### src/hdl/gb_ppu_settings.svh
`ifndef GB_PPU_SETTINGS_SVH
`define GB_PPU_SETTINGS_SVH

// ==========================================================================
// Line and frame timing
// ==========================================================================
`define DOTS_PER_LINE   456
`define LINES_PER_FRAME 154
`define SCREEN_HEIGHT   144
`define SCREEN_WIDTH    160
`define MODE2_LEN       80
`define MODE3_LEN       172

// ==========================================================================
// CPU address map
// ==========================================================================
`define VRAM_START 16'h8000
`define VRAM_END   16'h9FFF
`define OAM_START  16'hFE00
`define OAM_END    16'hFE9F
`define REGS_START 16'hFF40
`define REGS_END   16'hFF4B

// LCD registers
`define LCDC_ADDR 16'hFF40
`define STAT_ADDR 16'hFF41
`define SCY_ADDR  16'hFF42
`define SCX_ADDR  16'hFF43
`define LY_ADDR   16'hFF44
`define LYC_ADDR  16'hFF45
`define DMA_ADDR  16'hFF46
`define BGP_ADDR  16'hFF47
`define WY_ADDR   16'hFF4A
`define WX_ADDR   16'hFF4B

`endif
### src/hdl/gb_ppu_pkg.sv
package gb_ppu_pkg;

  // STAT mode field encoding
  typedef enum logic [1:0] {
    MODE_HBLANK   = 2'd0,
    MODE_VBLANK   = 2'd1,
    MODE_OAM_SCAN = 2'd2,
    MODE_TRANSFER = 2'd3
  } ppu_mode_t;

  // Background fetcher steps
  typedef enum logic [1:0] {
    FETCH_TILE_NO = 2'd0,
    FETCH_DATA_LO = 2'd1,
    FETCH_DATA_HI = 2'd2,
    FETCH_PUSH    = 2'd3
  } fetch_state_t;

  // Writable LCD register bytes
  // stat_en[3] LYC, [2] OAM scan, [1] VBlank, [0] HBlank
  typedef struct packed {
    logic [7:0] lcdc;
    logic [3:0] stat_en;
    logic [7:0] scy;
    logic [7:0] scx;
    logic [7:0] lyc;
    logic [7:0] bgp;
    logic [7:0] wy;
    logic [7:0] wx;
  } ppu_regs_t;

endpackage

### src/hdl/ppu_timing.sv
`timescale 1ns/1ps

`include "gb_ppu_settings.svh"

module ppu_timing (
  input  logic                  clk,
  input  logic                  reset,
  input  gb_ppu_pkg::ppu_regs_t regs,
  output gb_ppu_pkg::ppu_mode_t mode,
  output logic [7:0]            ly,
  output logic [8:0]            dot,
  output logic                  coincidence,
  output logic                  vblank_req,
  output logic                  stat_req
);

  logic                  lcd_on;
  logic                  end_of_line;
  logic [7:0]            ly_prev;
  gb_ppu_pkg::ppu_mode_t mode_prev;
  logic                  lyc_event;
  logic                  mode_event;

  assign lcd_on      = regs.lcdc[7];
  assign end_of_line = (dot == 9'(`DOTS_PER_LINE - 1));

  // ========================================================================
  // Dot and line counters
  // ========================================================================
  always_ff @(posedge clk or posedge reset) begin
    if (reset) begin
      dot        <= 9'd0;
      ly         <= 8'd0;
      vblank_req <= 1'b0;
    end else begin
      // Entry to line 144 only
      vblank_req <= lcd_on && end_of_line && (ly == 8'(`SCREEN_HEIGHT - 1));
      if (!lcd_on) begin
        // LCD off holds the counters at top of frame
        dot <= 9'd0;
        ly  <= 8'd0;
      end else if (end_of_line) begin
        dot <= 9'd0;
        ly  <= (ly == 8'(`LINES_PER_FRAME - 1)) ? 8'd0 : ly + 8'd1;
      end else begin
        dot <= dot + 9'd1;
      end
    end
  end

  // Mode straight from position in frame
  always_comb begin
    if (ly >= 8'(`SCREEN_HEIGHT)) begin
      mode = gb_ppu_pkg::MODE_VBLANK;
    end else if (dot < 9'(`MODE2_LEN)) begin
      mode = gb_ppu_pkg::MODE_OAM_SCAN;
    end else if (dot < 9'(`MODE2_LEN + `MODE3_LEN)) begin
      mode = gb_ppu_pkg::MODE_TRANSFER;
    end else begin
      mode = gb_ppu_pkg::MODE_HBLANK;
    end
  end

  // ========================================================================
  // STAT interrupt sources
  // ========================================================================
  // LY just changed onto LYC
  assign lyc_event = regs.stat_en[3] && (ly != ly_prev) && (ly == regs.lyc);

  // New mode with its enable bit set
  always_comb begin
    mode_event = 1'b0;
    if (mode != mode_prev) begin
      case (mode)
        gb_ppu_pkg::MODE_OAM_SCAN: mode_event = regs.stat_en[2];
        gb_ppu_pkg::MODE_VBLANK:   mode_event = regs.stat_en[1];
        gb_ppu_pkg::MODE_HBLANK:   mode_event = regs.stat_en[0];
        default:                   mode_event = 1'b0;
      endcase
    end
  end

  always_ff @(posedge clk or posedge reset) begin
    if (reset) begin
      ly_prev     <= 8'd0;
      mode_prev   <= gb_ppu_pkg::MODE_OAM_SCAN;
      coincidence <= 1'b0;
      stat_req    <= 1'b0;
    end else begin
      ly_prev     <= ly;
      mode_prev   <= mode;
      coincidence <= (ly == regs.lyc);
      // One pulse for a LYC match, a mode entry or both
      stat_req    <= lyc_event || mode_event;
    end
  end

endmodule

### config.mk
export PLATFORM = sky130hd
export DESIGN_NAME = ppu_timing
export DESIGN_NICKNAME = d
export VERILOG_FILES = /design/src/hdl/gb_ppu_pkg.sv /design/src/hdl/ppu_timing.sv
export VERILOG_INCLUDE_DIRS = /design/src /design/src/hdl
export SDC_FILE = /design/constraint.sdc
export NUM_CORES = 1
export LEC_CHECK = 0
export BUFFER_PORTS_ARGS = -buffer_cell sky130_fd_sc_hd__buf_2
export CAP_MARGIN = 10
export CORE_MARGIN = 1
export CORE_UTILIZATION = 47
export CTS_BUF_LIST = sky130_fd_sc_hd__clkbuf_4 sky130_fd_sc_hd__clkbuf_8 sky130_fd_sc_hd__clkbuf_16
export DETAILED_ROUTE_END_ITERATION = 12
export PLACE_DENSITY = 0.8
export RECOVER_POWER = 100
export SETUP_SLACK_MARGIN = 0.5
export SYNTH_ARGS = -nofsm -noshare
export SYNTH_HDL_FRONTEND = slang
export SYNTH_SLANG_ARGS = --single-unit
### constraint.sdc
create_clock -name clk -period 3.5 [get_ports clk]
set_input_delay 0.7 -clock clk [delete_from_list [all_inputs] [get_ports clk]]
set_output_delay 0.7 -clock clk [all_outputs]
set_load 0.01 [all_outputs]
# Word level (Yosys, flattened, before mapping)
# Cells that the tools add are included.
[word_totals] register_bits=30 input_bits=62 output_inout_bits=22 word_cells=37
[op_classes] add_sub_neg=2 magnitude_cmp=3 n_eq_ne=9 n_mux=10 n_reduce_logical=6
[op_table] cell="2-to-1 mux 8 bit" count=3
[op_table] cell="2-to-1 mux 9 bit" count=2
[op_table] cell="equality test 8 bit (second input constant)" count=2
[op_table] cell="adder 9 x 1 -> 9 bit (second input constant)" count=1
[op_table] cell="equality test 9 bit (second input constant)" count=1
[op_table] cell="less-than comparator 9 x 7 -> 1 bit (second input constant)" count=1
[op_table] cell="less-than comparator 9 x 8 -> 1 bit (second input constant)" count=1
[op_table] cell="adder 8 x 1 -> 8 bit (second input constant)" count=1
[op_table] cell="equality test 8 bit" count=1
[op_table] cell=">= comparator 8 bit (second input constant)" count=1
[op_table] cell="!= test 8 bit" count=1
[op_table] cell="2-to-1 mux 2 bit" count=3
[op_table] cell="logical AND 1 bit" count=4
[op_table] cell="one-hot mux 1 bit (3 select lines)" count=1
[op_table] cell="equality test 2 x 1 -> 1 bit (second input constant)" count=1
[op_table] cell="equality test 2 bit (second input constant)" count=1
[op_table] cell="zero test 2 bit" count=1
[op_table] cell="!= test 2 x 1 -> 1 bit (second input constant)" count=1
[op_table] cell="!= test 2 bit" count=1
[op_table] cell="logical OR 1 bit" count=1
[op_table] cell="2-to-1 mux 1 bit" count=1

# Depth between registers and ports, before layout
# Gate-level depths: netlist of the first run.
[depth] depth_word=8 ltp_mapped=7 mapped_depth_nobuf=6

# Worst setup path before layout of the first run
# No wires, ideal clock.
[synth_timing] path_type="register -> output" startpoint="register dot[4]" endpoint="output port mode[0]" arrival_ns=1.177 t_required_ns=2.800 path_slack_ns=1.623 path_stages_with_launch=4 path_buffers=0 path_cell_list="dfrtp_1 > and3_1 > a41o_1 > o22ai_1"
[synth_via] elab_chain_cells=4 word_cells_on_any_way=5 cone_classes="order compare: 2; mux: 3"
[synth_rtl] element="start: declaration" line="ppu_timing.sv:11" text="output logic [8:0] dot,"
[synth_rtl] element="start signal: assignment" line="ppu_timing.sv:46" text="dot <= dot + 9'd1;"
[synth_rtl] element="less-than comparator 9 x 8 -> 1 bit" line="ppu_timing.sv:57" text="end else if (dot < 9'(`MODE2_LEN + `MODE3_LEN)) begin"
[synth_rtl] element="2-to-1 mux 2 bit" line="ppu_timing.sv:57"
[synth_rtl] element="2-to-1 mux 2 bit *" line="ppu_timing.sv:55" text="end else if (dot < 9'(`MODE2_LEN)) begin"
[synth_rtl] element="2-to-1 mux 2 bit *" line="ppu_timing.sv:53" text="if (ly >= 8'(`SCREEN_HEIGHT)) begin"
[synth_rtl] element="end: declaration" line="ppu_timing.sv:9" text="output gb_ppu_pkg::ppu_mode_t mode,"
# Mark *: on every way between the ends. The rest lies on a longest branch, timed or not.

# Worst setup path in the final report of the first run
# Same ends and word-level chain as after synthesis.

==> impl_metrics.env, run 1 <==
export IMPL_outcome="completed"
export IMPL_timing_hold_violations_final=0
export IMPL_antenna_diode_count=0
export IMPL_maximum_root_to_sink_buffer_count=2
export IMPL_pre_cts_ws_ps=1527
export IMPL_drtIter0Drc=30
export IMPL_place_congestion=0.7883
export IMPL_timing_slew_headroom_pct=44.57
export IMPL_rsz_0062_raised_after_global_routing="false"
export IMPL_final_antenna_net_count=0
export IMPL_worst_pin_slew_ps=831.4
export IMPL_layout_overhead_on_the_synthesized_area_pct=15.16
export IMPL_cts_root_buf="sky130_fd_sc_hd__clkbuf_4"
export IMPL_finClkSkew_ps=8.967
export IMPL_worst_setup_path_start_kind="flip-flop"
export IMPL_report_power_total_mw=0.6044
export IMPL_post_cts_repair_setup_buffers=0
export IMPL_number_of_register_bits_inferred_by_synthesis=30
export IMPL_drc=0
export IMPL_hold_path_class="in -> async"
export IMPL_reg2reg_from="ly[7]$_DFFE_PP0P_"
export IMPL_floorplan_die_width_um=58.69
export IMPL_postSynth_asyncResetShare_pct=100.0
export IMPL_cp_required_ps=2800
export IMPL_syn_area_per_cell_um2=10.49
export IMPL_synth_edff_count=0
export IMPL_finalCritPeriodShare_pct=67.85
export IMPL_netlist_top_cell_by_area="sky130_fd_sc_hd__dfrtp_1"
export IMPL_postCtsResizedCells=0
export IMPL_worst_setup_path_type="reg -> out"
export IMPL_detailedPlacementHpwl_um=2114
export IMPL_fraction_of_the_yosys_area_taken_by_sequential_cells_pct=49.79
export IMPL_fmax_mhz=421.1
export IMPL_clk_pin_slew_worst_paths_ps=90
export IMPL_timing_reg2reg_worst_path_depth=4
export IMPL_synthDistinctLibCells=39
export IMPL_primary_flip_flop_cell_chosen_by_synthesis_mapping="sky130_fd_sc_hd__dfrtp_1"
export IMPL_synth_area_leaders="sky130_fd_sc_hd__dfrtp_1 48%, sky130_fd_sc_hd__xor2_1 8.1%, sky130_fd_sc_hd__xnor2_1 5.2%"
export IMPL_drive_gt1_share_pct=15.38
export IMPL_timing_max_transition_violations_final=0
export IMPL_starting_density_of_the_core_pct=49.47
export IMPL_floorplan_die_area_um2=3444
export IMPL_cellLeakagePower_nw=0.8101
export IMPL_synthMostInstantiatedCell="sky130_fd_sc_hd__dfrtp_1"
export IMPL_overflow=0
export IMPL_power_ir_vdd_worst_v=0.0001843
export IMPL_grt_util_all_layers_pct=18.81
export IMPL_kind_of_end_point_of_the_critical_path="output port"
export IMPL_path_max_fanout=6
export IMPL_drv_cap=0
export IMPL_syn_cell_area_um2=1510
export IMPL_tritoncts="done"
export IMPL_synth_commonest_cells="29 x sky130_fd_sc_hd__dfrtp_1, 14 x sky130_fd_sc_hd__xor2_1, 11 x sky130_fd_sc_hd__nand2_1, 11 x sky130_fd_sc_hd__nor2_1"
export IMPL_finalSetupViolCount=0
export IMPL_fin_crit_ps=2375
export IMPL_detailroute_via_count=1206
export IMPL_post_drt_via_cell_ratio=5.336
export IMPL_synthCells=144
export IMPL_port_buffer_count=36
export IMPL_rows=20
export IMPL_first_global_vias=1062
export IMPL_fin_tns_setup_ps=0
export IMPL_wire_length_of_the_first_global_routing_pass_um=4692
export IMPL_drt_wirelength_per_cell_um=13.11
export IMPL_grt_start_max_net_pins=31
export IMPL_synthesis_nets=210
export IMPL_ff2ff_setup_slack_ps=1640
export IMPL_cp_arrival_ps=1670
export IMPL_floorplan_die_height_um=58.69
export IMPL_antenna_violations_before_repair=0
export IMPL_detail_route_first_pass_iterations=4
export IMPL_h_tree_depth=2
export IMPL_yosysWarnings=0
export IMPL_cts_buffers_inserted=5
export IMPL_clock_sinks=30
export IMPL_core_area_um2=3053
export IMPL_drt_total_wl_um=2962
export IMPL_worst_r2r_endpoint="ly[6]$_DFFE_PP0P_"
export IMPL_power_density_nw_per_um2=347.5
export IMPL_synthDominantCellAreaShare_pct=48.05
export IMPL_io_pins=84
export IMPL_clkLatencyLatePin_ps=330
export IMPL_finalNetCount=247
export IMPL_cts_hold_fix_buffers=0
export IMPL_worst_slack_ps=1125
worst max-delay path by stage:
stage,start,to,cells after the start
6_report,dot[4]$_DFF_PP0_,mode[0],4
5_1_grt,ly[4]$_DFFE_PP0P_,mode[1],4
4_1_cts,dot[4]$_DFF_PP0_,mode[0],4
3_5_place_dp,dot[4]$_DFF_PP0_,mode[0],4
3_3_place_gp,dot[4]$_DFF_PP0_,mode[0],4
2_1_floorplan,dot[4]$_DFF_PP0_,mode[0],3
layout by cell type, fill, tap and decap left out, types with 2 or more instances in the layout:
| cell | netlist | final |
|---|---|---|
| sky130_fd_sc_hd__o21a_1 | 2 | 2 |
| sky130_fd_sc_hd__buf_2 | 3 | 14 |
| sky130_fd_sc_hd__o21ai_0 | 4 | 4 |
| sky130_fd_sc_hd__clkbuf_1 | 2 | 23 |
| sky130_fd_sc_hd__a21oi_2 | 2 | 2 |
| sky130_fd_sc_hd__nand2_1 | 11 | 11 |
| sky130_fd_sc_hd__dfrtp_1 | 29 | 29 |
| sky130_fd_sc_hd__and2_0 | 0 | 2 |
| sky130_fd_sc_hd__inv_1 | 6 | 6 |
| sky130_fd_sc_hd__nand3_1 | 9 | 9 |
| sky130_fd_sc_hd__nor3_1 | 2 | 2 |
| sky130_fd_sc_hd__nor4_1 | 4 | 4 |
| sky130_fd_sc_hd__nor2_1 | 11 | 11 |
| sky130_fd_sc_hd__and3_1 | 3 | 3 |
| sky130_fd_sc_hd__ha_1 | 4 | 4 |
| sky130_fd_sc_hd__a31oi_1 | 4 | 4 |
| sky130_fd_sc_hd__xnor2_1 | 9 | 9 |
| sky130_fd_sc_hd__clkbuf_4 | 0 | 6 |
| sky130_fd_sc_hd__xor2_1 | 14 | 14 |
| sky130_fd_sc_hd__nand4_1 | 2 | 2 |
power breakdown:
| part | total (mW) | internal (mW) | switching, mW |
|---|---|---|---|
| clock network | 0.220 | 0.105 | 0.115 |
| registers | 0.352 | 0.349 | 0.00325 |
| logic | 0.0319 | 0.0132 | 0.0187 |
cells by family (layout without fill, tap and decap cells):
group                    count (synthesis)  after routing  share of synthesized area [%]
AO/OA/AOI/OAI                           24             24                          11.85
XOR/XNOR                                23             23                          13.34
adder cells (fa/ha/maj)                  4              4                          3.314
buffers and inverters                   13             51                          4.474
flip-flops                              30             30                          49.79
AND/OR/NAND/NOR                         50             50                          17.23
sequential cells by signal, indices dropped and copies added (netlist names):
register and count:
coincidence 1, dot 9, ly 8, ly_prev 8
mode_prev 2, stat_req 1, vblank_req 1
worst max-delay path, stage by stage, from the launching register on:
cell and delay (ps):
sky130_fd_sc_hd__dfrtp_1 470, sky130_fd_sc_hd__and3_1 260, sky130_fd_sc_hd__a41o_1 280, sky130_fd_sc_hd__o22ai_1 160, sky130_fd_sc_hd__clkbuf_1 180
metal layers:
metal / global-route usage (%) / share of wire (%)
met5: 0 / 0
met4: 9.184 / 1.6
met3: 4.615 / 4.9
met2: 32.02 / 50
met1: 22.32 / 43
cell type report:
cell class                      instances  area [um^2]
Timing Repair Buffer                   37        156.4
Fill cell                             299         1314
Multi-Input combinational cell        101        689.4
Clock buffer                            7        58.81
Tap cell                               44        55.05
Inverter                                6        22.52
Clock inverter                          1        5.005
Sequential cell                        30        752.0
stage by stage:
step                      cells  util [%]  cell area [um^2]  hold WS [ps]
final                       226     56.97              1739         407.8
after global routing        226     56.97              1739         423.5
after CTS                   225     57.79              1764         502.1
after detailed placement    217     55.70              1700         475.0
after global placement      217     55.70              1700         461.4
after floorplan             144         -              1510         430.0
Note: power is estimated with default switching activity, not from simulation.
==> run 2, diff against run 1 <==
--- a/config.mk
+++ b/config.mk
@@ -9,10 +9,10 @@
 export BUFFER_PORTS_ARGS = -buffer_cell sky130_fd_sc_hd__buf_2
 export CAP_MARGIN = 10
 export CORE_MARGIN = 1
-export CORE_UTILIZATION = 47
+export CORE_UTILIZATION = 39
 export CTS_BUF_LIST = sky130_fd_sc_hd__clkbuf_4 sky130_fd_sc_hd__clkbuf_8 sky130_fd_sc_hd__clkbuf_16
 export DETAILED_ROUTE_END_ITERATION = 12
-export PLACE_DENSITY = 0.8
+export PLACE_DENSITY = 0.71
 export RECOVER_POWER = 100
 export SETUP_SLACK_MARGIN = 0.5
 export SYNTH_ARGS = -nofsm -noshare
==> constraint.sdc (replaced) <==
create_clock -name clk -period 1.95 [get_ports clk]
set_input_delay 0.39 -clock clk [delete_from_list [all_inputs] [get_ports clk]]
set_output_delay 0.39 -clock clk [all_outputs]
set_load 0.01 [all_outputs]
==> run 2 against run 1 <==
Net effect: flip-flop and latch count unchanged; setup slack got worse by 980 ps; largest power group unchanged; final cell count increased by 14%; largest cell class is now multi-input gates.
==> impl_metrics.env, run 2 (synthesis results as in run 1) <==
export IMPL_starting_density_of_the_core_pct=40.94
export IMPL_worst_path_largest_cell_delay_ps=430
export IMPL_cts_hold_fix_buffers=0
export IMPL_rows=22
export IMPL_overflow=0
export IMPL_power_combinational_fraction_pct=5.6
export IMPL_p_int_mw=0.9559
export IMPL_power_density_nw_per_um2=594.8
export IMPL_timing_max_transition_violations_final=0
export IMPL_floorplan_die_area_um2=4125
export IMPL_drc=0
export IMPL_fin_crit_ps=1809
export IMPL_crit_path_cell_trace="and3_1, a41o_1, o22ai_2, buf_2"
export IMPL_rsz_0062_raised_after_global_routing="true"
export IMPL_drive_gt1_share_pct=33.81
export IMPL_drt_wirelength_per_cell_um=14.88
export IMPL_path_max_fanout=5
export IMPL_h_tree_depth=2
export IMPL_wire_length_of_the_first_global_routing_pass_um=5892
export IMPL_cts_root_buf="sky130_fd_sc_hd__clkbuf_8"
export IMPL_largest_register_ffs=9
export IMPL_clkLatencyLatePin_ps=280
export IMPL_cp_num_buf_inv=1
export IMPL_critical_path_slowest_cell="sky130_fd_sc_hd__dfrtp_2"
export IMPL_multi_input_comb_area_um2=769.5
export IMPL_first_global_vias=1284
export IMPL_power_clock_fraction_pct=42.9
export IMPL_cp_arrival_ps=1420
export IMPL_detailedPlacementHpwl_um=2354
export IMPL_sequential_cell_area_um2=755.7
export IMPL_port_buffer_count=36
export IMPL_finalNetCount=275
export IMPL_cts_buffers_inserted=5
export IMPL_final_antenna_net_count=0
export IMPL_netSwitchingFraction_pct=22.21
export IMPL_most_common_layout_cells="27 x sky130_fd_sc_hd__clkbuf_1, 26 x sky130_fd_sc_hd__dfrtp_1, 16 x sky130_fd_sc_hd__buf_2, 16 x sky130_fd_sc_hd__buf_4, 14 x sky130_fd_sc_hd__xor2_1"
export IMPL_largest_register="dot"
export IMPL_floorplan_die_width_um=64.23
export IMPL_worst_slack_ps=141.5
export IMPL_place_congestion=0.7954
export IMPL_io_pins=84
export IMPL_drv_cap=0
export IMPL_layout_overhead_on_the_synthesized_area_pct=36.79
export IMPL_switchingPower_mw=0.2729
export IMPL_clk_pin_slew_worst_paths_ps=60
export IMPL_hold_path_class="in -> async"
export IMPL_detailroute_via_count=1314
export IMPL_largest_registers="dot (9), ly (8), ly_prev (8)"
export IMPL_critical_path_top_delay_family="flip-flops"
export IMPL_num_fill_cells=342
export IMPL_mostFrequentLayoutCell="sky130_fd_sc_hd__clkbuf_1"
export IMPL_detail_route_first_pass_iterations=4
export IMPL_cellLeakagePower_nw=0.9826
export IMPL_power_frac_seq_pct=51.6
export IMPL_floorplan_die_height_um=64.23
export IMPL_drt_total_wl_um=3839
export IMPL_timing_slew_headroom_pct=73.78
export IMPL_antenna_diode_count=0
export IMPL_power_ir_vdd_worst_v=0.0002604
export IMPL_finClkSkew_ps=4.158
export IMPL_core_area_um2=3689
export IMPL_fin_tns_setup_ps=0
export IMPL_finish_utilization_pct=56.00
export IMPL_maximum_root_to_sink_buffer_count=2
export IMPL_antenna_violations_before_repair=0
export IMPL_post_drt_via_cell_ratio=5.093
export IMPL_worst_slack_on_hold_paths_ps=31.85
export IMPL_grt_start_max_net_pins=25
export IMPL_pre_cts_ws_ps=226.9
export IMPL_worst_pin_slew_ps=393.3
export IMPL_grt_util_all_layers_pct=18.95
export IMPL_drtIter0Drc=75
export IMPL_kind_of_end_point_of_the_critical_path="output port"
export IMPL_worst_setup_path_start_kind="flip-flop"
export IMPL_fmax_mhz=552.9
export IMPL_tritoncts="done"
export IMPL_report_power_total_mw=1.229
export IMPL_finalCritPeriodShare_pct=92.75
export IMPL_timing_hold_violations_final=0
export IMPL_outcome="completed"
export IMPL_cp_required_ps=1560
export IMPL_finalSetupViolCount=0
export IMPL_clock_sinks=30
export IMPL_worst_setup_path_type="reg -> out"
-- run 2: cell count changes in the layout (fill, tap and decap cells not counted), sizes merged --
cell	before	now
buf	14	37
clkbuf	30	35
-- run 2: timing repair --
item | 4_1_cts | 5_1_grt
endpoints found under the hold margin | 0 | 0
pin swaps | 15 | 9
endpoints found under the setup margin | 21 | 20
setup buffers | 16 | 5
resized for setup | 19 | 18
-- run 2: path summary, 6_finish.rpt --
path,depth (start not counted),slack [ps],startpoint,end
max,4,140,dot[4]$_DFF_PP0_,mode[0]
min,2,30,reset,dot[7]$_DFF_PP0_
max reg2reg,7,160,dot[5]$_DFF_PP0_,dot[8]$_DFF_PP0_
min reg2reg,1,560,ly[7]$_DFFE_PP0P_,ly_prev[7]$_DFF_PP0_
max in group asynchronous,3,1280,reset,ly[5]$_DFFE_PP0P_
min in group clk,2,370,regs[51],stat_req$_DFF_PP0_
-- run 2: cell type report --
cell class | count | share of cell area (%)
flip-flops and latches | 30 | 36.58
clock inverters | 1 | 0.2423
clock buffers | 7 | 4.361
multi-input cells | 101 | 37.25
repair buffers | 65 | 17.57
well taps | 48 | 2.907
inverters | 6 | 1.090
-- run 2: power groups by stage --
| stage | clock, mW | sequential (mW) | combinational, mW |
|---|---|---|---|
| 3_3_place_gp | 0 | 0.645 | 0.0620 |
| 5_1_grt | 0.559 | 0.634 | 0.0754 |
| 6_report | 0.527 | 0.633 | 0.0685 |
| 3_5_place_dp | 0 | 0.646 | 0.0641 |
| 4_1_cts | 0.533 | 0.634 | 0.0729 |
| 2_1_floorplan | 0 | 0.646 | 0.0302 |
-- run 2: worst reg2reg max path: stages (launching register included) --
cell	delay [ps]
sky130_fd_sc_hd__dfrtp_1	420
sky130_fd_sc_hd__buf_6	140
sky130_fd_sc_hd__nor4b_4	280
sky130_fd_sc_hd__clkbuf_1	220
sky130_fd_sc_hd__nand2_2	60
sky130_fd_sc_hd__nand2_1	110
sky130_fd_sc_hd__clkbuf_1	320
sky130_fd_sc_hd__nor2_1	110
-- run 2: stage by stage --
| step | instance area [um^2] | cells |
|---|---|---|
| final | 2066 | 258 |
| after detailed placement | 1790 | 229 |
| after floorplan | 1545 | 144 |
| after CTS | 2068 | 253 |
| after global placement | 1790 | 229 |
| after global routing | 2066 | 258 |
-- run 2: metal layers --
layer	track usage (%)	part of all wire, %	wire [um]
met5	0	0	0
met4	7.500	0.78	30
met3	3.750	4.9	187
met2	32.31	51	1977
met1	23.42	43	1644
==> run 3, diff against run 2 <==
--- a/config.mk
+++ b/config.mk
@@ -6,10 +6,11 @@
 export SDC_FILE = /design/constraint.sdc
 export NUM_CORES = 1
 export LEC_CHECK = 0
+export ABC_AREA = 1
 export BUFFER_PORTS_ARGS = -buffer_cell sky130_fd_sc_hd__buf_2
 export CAP_MARGIN = 10
 export CORE_MARGIN = 1
-export CORE_UTILIZATION = 39
+export CORE_UTILIZATION = 41
 export CTS_BUF_LIST = sky130_fd_sc_hd__clkbuf_4 sky130_fd_sc_hd__clkbuf_8 sky130_fd_sc_hd__clkbuf_16
 export DETAILED_ROUTE_END_ITERATION = 12
 export PLACE_DENSITY = 0.71
==> run 3 against run 2 <==
Net effect: via count rose by 20%; register-to-register slack improved by 90 ps; final area rose by 7.7%; largest power group unchanged; critical path type unchanged; setup slack improved by 77 ps.
==> impl_metrics.env, run 3 <==
export IMPL_port_buffer_count=36
export IMPL_first_global_vias=1418
export IMPL_drt_total_wl_um=4027
export IMPL_cts_hold_fix_buffers=0
export IMPL_largest_register="dot"
export IMPL_reg2reg_from="dot[1]$_DFF_PP0_"
export IMPL_cp_required_ps=1560
export IMPL_cellLeakagePower_nw=1.193
export IMPL_multi_input_comb_area_um2=829.5
export IMPL_synth_commonest_cells="87 x sky130_fd_sc_hd__nand2_1, 29 x sky130_fd_sc_hd__dfrtp_1, 29 x sky130_fd_sc_hd__inv_1"
export IMPL_rsz_0062_raised_after_global_routing="true"
export IMPL_crit_end="mode[0]"
export IMPL_drv_cap=0
export IMPL_outcome="completed"
export IMPL_antenna_violations_before_repair=0
export IMPL_timing_hold_violations_final=0
export IMPL_fin_tns_setup_ps=0
export IMPL_cp_num_buf_inv=2
export IMPL_finalSetupViolCount=0
export IMPL_clk_pin_slew_worst_paths_ps=70
export IMPL_final_antenna_net_count=0
export IMPL_floorplan_die_width_um=66.80
export IMPL_path_max_fanout=4
export IMPL_maximum_root_to_sink_buffer_count=2
export IMPL_drive_gt1_share_pct=24.92
export IMPL_syn_area_per_cell_um2=7.551
export IMPL_yosysWarnings=0
export IMPL_antenna_diode_count=0
export IMPL_postSynth_asyncResetShare_pct=100.0
export IMPL_layout_cell_area_non_filler_um2=2225
export IMPL_clkLatencyLatePin_ps=290
export IMPL_wire_length_of_the_first_global_routing_pass_um=6189
export IMPL_worst_r2r_endpoint="ly[2]$_DFFE_PP0P_"
export IMPL_fin_crit_ps=1732
export IMPL_core_area_um2=4029
export IMPL_drtIter0Drc=100
export IMPL_sequential_cell_area_um2=754.5
export IMPL_drt_wirelength_per_cell_um=11.61
export IMPL_synthDominantCellAreaShare_pct=42.15
export IMPL_placed_cell_areas_um2=1957
export IMPL_cts_root_buf="sky130_fd_sc_hd__clkbuf_8"
export IMPL_drc=0
export IMPL_synthDistinctLibCells=26
export IMPL_grt_start_max_net_pins=31
export IMPL_num_fill_cells=403
export IMPL_primary_flip_flop_cell_chosen_by_synthesis_mapping="sky130_fd_sc_hd__dfrtp_1"
export IMPL_worst_setup_path_start_kind="flip-flop"
export IMPL_detailedPlacementHpwl_um=2504
export IMPL_post_drt_via_cell_ratio=4.553
export IMPL_detailroute_via_count=1580
export IMPL_syn_cell_area_um2=1722
export IMPL_io_pins=84
export IMPL_worstSetupPathDepth=6
export IMPL_worst_slack_on_hold_paths_ps=312.9
export IMPL_critPathMostFrequentCell="sky130_fd_sc_hd__clkbuf_1"
export IMPL_worst_pin_slew_ps=760.6
export IMPL_most_common_layout_cells="87 x sky130_fd_sc_hd__nand2_1, 28 x sky130_fd_sc_hd__inv_1, 27 x sky130_fd_sc_hd__dfrtp_1"
export IMPL_synthCells=228
export IMPL_kind_of_end_point_of_the_critical_path="output port"
export IMPL_netlist_top_cell_by_area="sky130_fd_sc_hd__dfrtp_1"
export IMPL_power_density_nw_per_um2=539.4
export IMPL_worst_setup_path_type="reg -> out"
export IMPL_largest_register_ffs=9
export IMPL_finalCritPeriodShare_pct=88.79
export IMPL_synthesis_nets=294
export IMPL_synth_edff_count=0
export IMPL_fmax_mhz=577.5
export IMPL_detail_route_first_pass_iterations=4
export IMPL_starting_density_of_the_core_pct=42.73
export IMPL_ff2ff_setup_slack_ps=250
export IMPL_largest_registers="dot (9), ly (8), ly_prev (8)"
export IMPL_cp_arrival_ps=1340
export IMPL_number_of_register_bits_inferred_by_synthesis=30
export IMPL_h_tree_depth=2
export IMPL_tritoncts="done"
export IMPL_floorplan_die_area_um2=4462
export IMPL_clock_sinks=30
export IMPL_overflow=0
export IMPL_mostFrequentLayoutCell="sky130_fd_sc_hd__nand2_1"
export IMPL_synth_area_leaders="sky130_fd_sc_hd__dfrtp_1 42%, sky130_fd_sc_hd__nand2_1 19%, sky130_fd_sc_hd__inv_1 6.3%"
export IMPL_timing_max_transition_violations_final=0
export IMPL_critical_path_slowest_cell="sky130_fd_sc_hd__dfrtp_1"
export IMPL_fraction_of_the_yosys_area_taken_by_sequential_cells_pct=43.68
export IMPL_timing_slew_headroom_pct=49.30
export IMPL_grt_util_all_layers_pct=19.09
export IMPL_critical_path_top_delay_family="flip-flops"
export IMPL_finClkSkew_ps=9.489
export IMPL_power_ir_vdd_worst_v=0.0004056
export IMPL_synthMostInstantiatedCell="sky130_fd_sc_hd__nand2_1"
export IMPL_timing_reg2reg_worst_path_depth=7
export IMPL_worst_path_largest_cell_delay_ps=390
export IMPL_crit_path_cell_trace="clkbuf_1, nor2_4, o21ai_1, nand3_1, nand2_1, clkbuf_1"
export IMPL_layout_overhead_on_the_synthesized_area_pct=29.21
export IMPL_place_congestion=0.7984
export IMPL_cts_buffers_inserted=5
export IMPL_rows=23
export IMPL_floorplan_die_height_um=66.80
export IMPL_worstSetupStartpoint="dot[4]$_DFF_PP0_"
export IMPL_hold_path_class="in -> async"
export IMPL_finalNetCount=362
## run 3: routing by layer
layer  part of all wire [%]  vias up  track usage [%]
li1                       -      824                -
met1                     46      720            23.85
met2                     49       30            31.06
met3                    3.1        6            3.596
met4                    1.2        0            9.840
met5                      0        -                0
## run 3: cells by family (layout without fill, tap and decap cells)
kind of cell	count (synthesis)	after routing	share of synthesized area (%)
compound gates	7	7	2.326
xor+xnor	10	10	5.088
fa+ha+maj	4	4	2.907
buf+inv	40	109	9.593
flops	30	30	43.68
simple gates	137	137	36.41
## run 3: worst reg2reg max path: cells and delay by family (launching register included)
kind	cells	cell delay, ps
adders and majority gates	1	180
DFF	1	370
and+or+nand+nor	6	1060
## run 3: timing repair
action                     CTS  global route
resized for setup           11            23
setup endpoints to repair   10            12
pin swaps                    7            12
buffers inserted            17             9
## run 3: metrics by stage
step	std cells	utilization [%]	total power, mW	setup slack, ps
floorplan	228	-	0.6812	559.4
global placement	313	48.57	0.7138	426.3
detailed placement	313	48.57	0.7149	401.6
CTS	338	54.53	1.210	269.1
global route	347	55.22	1.252	112.8
finish	347	55.22	1.200	218.5
## run 3: how the worst min path moves through the flow
| stage | startpoint | to |
|---|---|---|
| 5_1_grt | regs[59] | dot[1]$_DFF_PP0_ |
| 4_1_cts | reset | ly[4]$_DFFE_PP0P_ |
| 3_5_place_dp | reset | ly_prev[1]$_DFF_PP0_ |
| 2_1_floorplan | ly[2]$_DFFE_PP0P_ | ly_prev[2]$_DFF_PP0_ |
| 6_report | reset | ly_prev[7]$_DFF_PP0_ |
| 3_3_place_gp | reset | ly_prev[1]$_DFF_PP0_ |
## run 3: cell type report
class / instances / area share, %
clock buffer: 6 / 3.431
sequential: 30 / 33.91
multi-input combinational: 158 / 37.29
tap: 50 / 2.812
clock inverter: 2 / 0.4499
inverter: 36 / 6.187
timing repair buffer: 65 / 15.92
## run 3: where the power goes
part / leakage, nW / internal [mW] / switching, mW
combinational: 0.735 / 0.0270 / 0.0451
sequential: 0.410 / 0.628 / 0.00479
clock: 0.0484 / 0.261 / 0.235
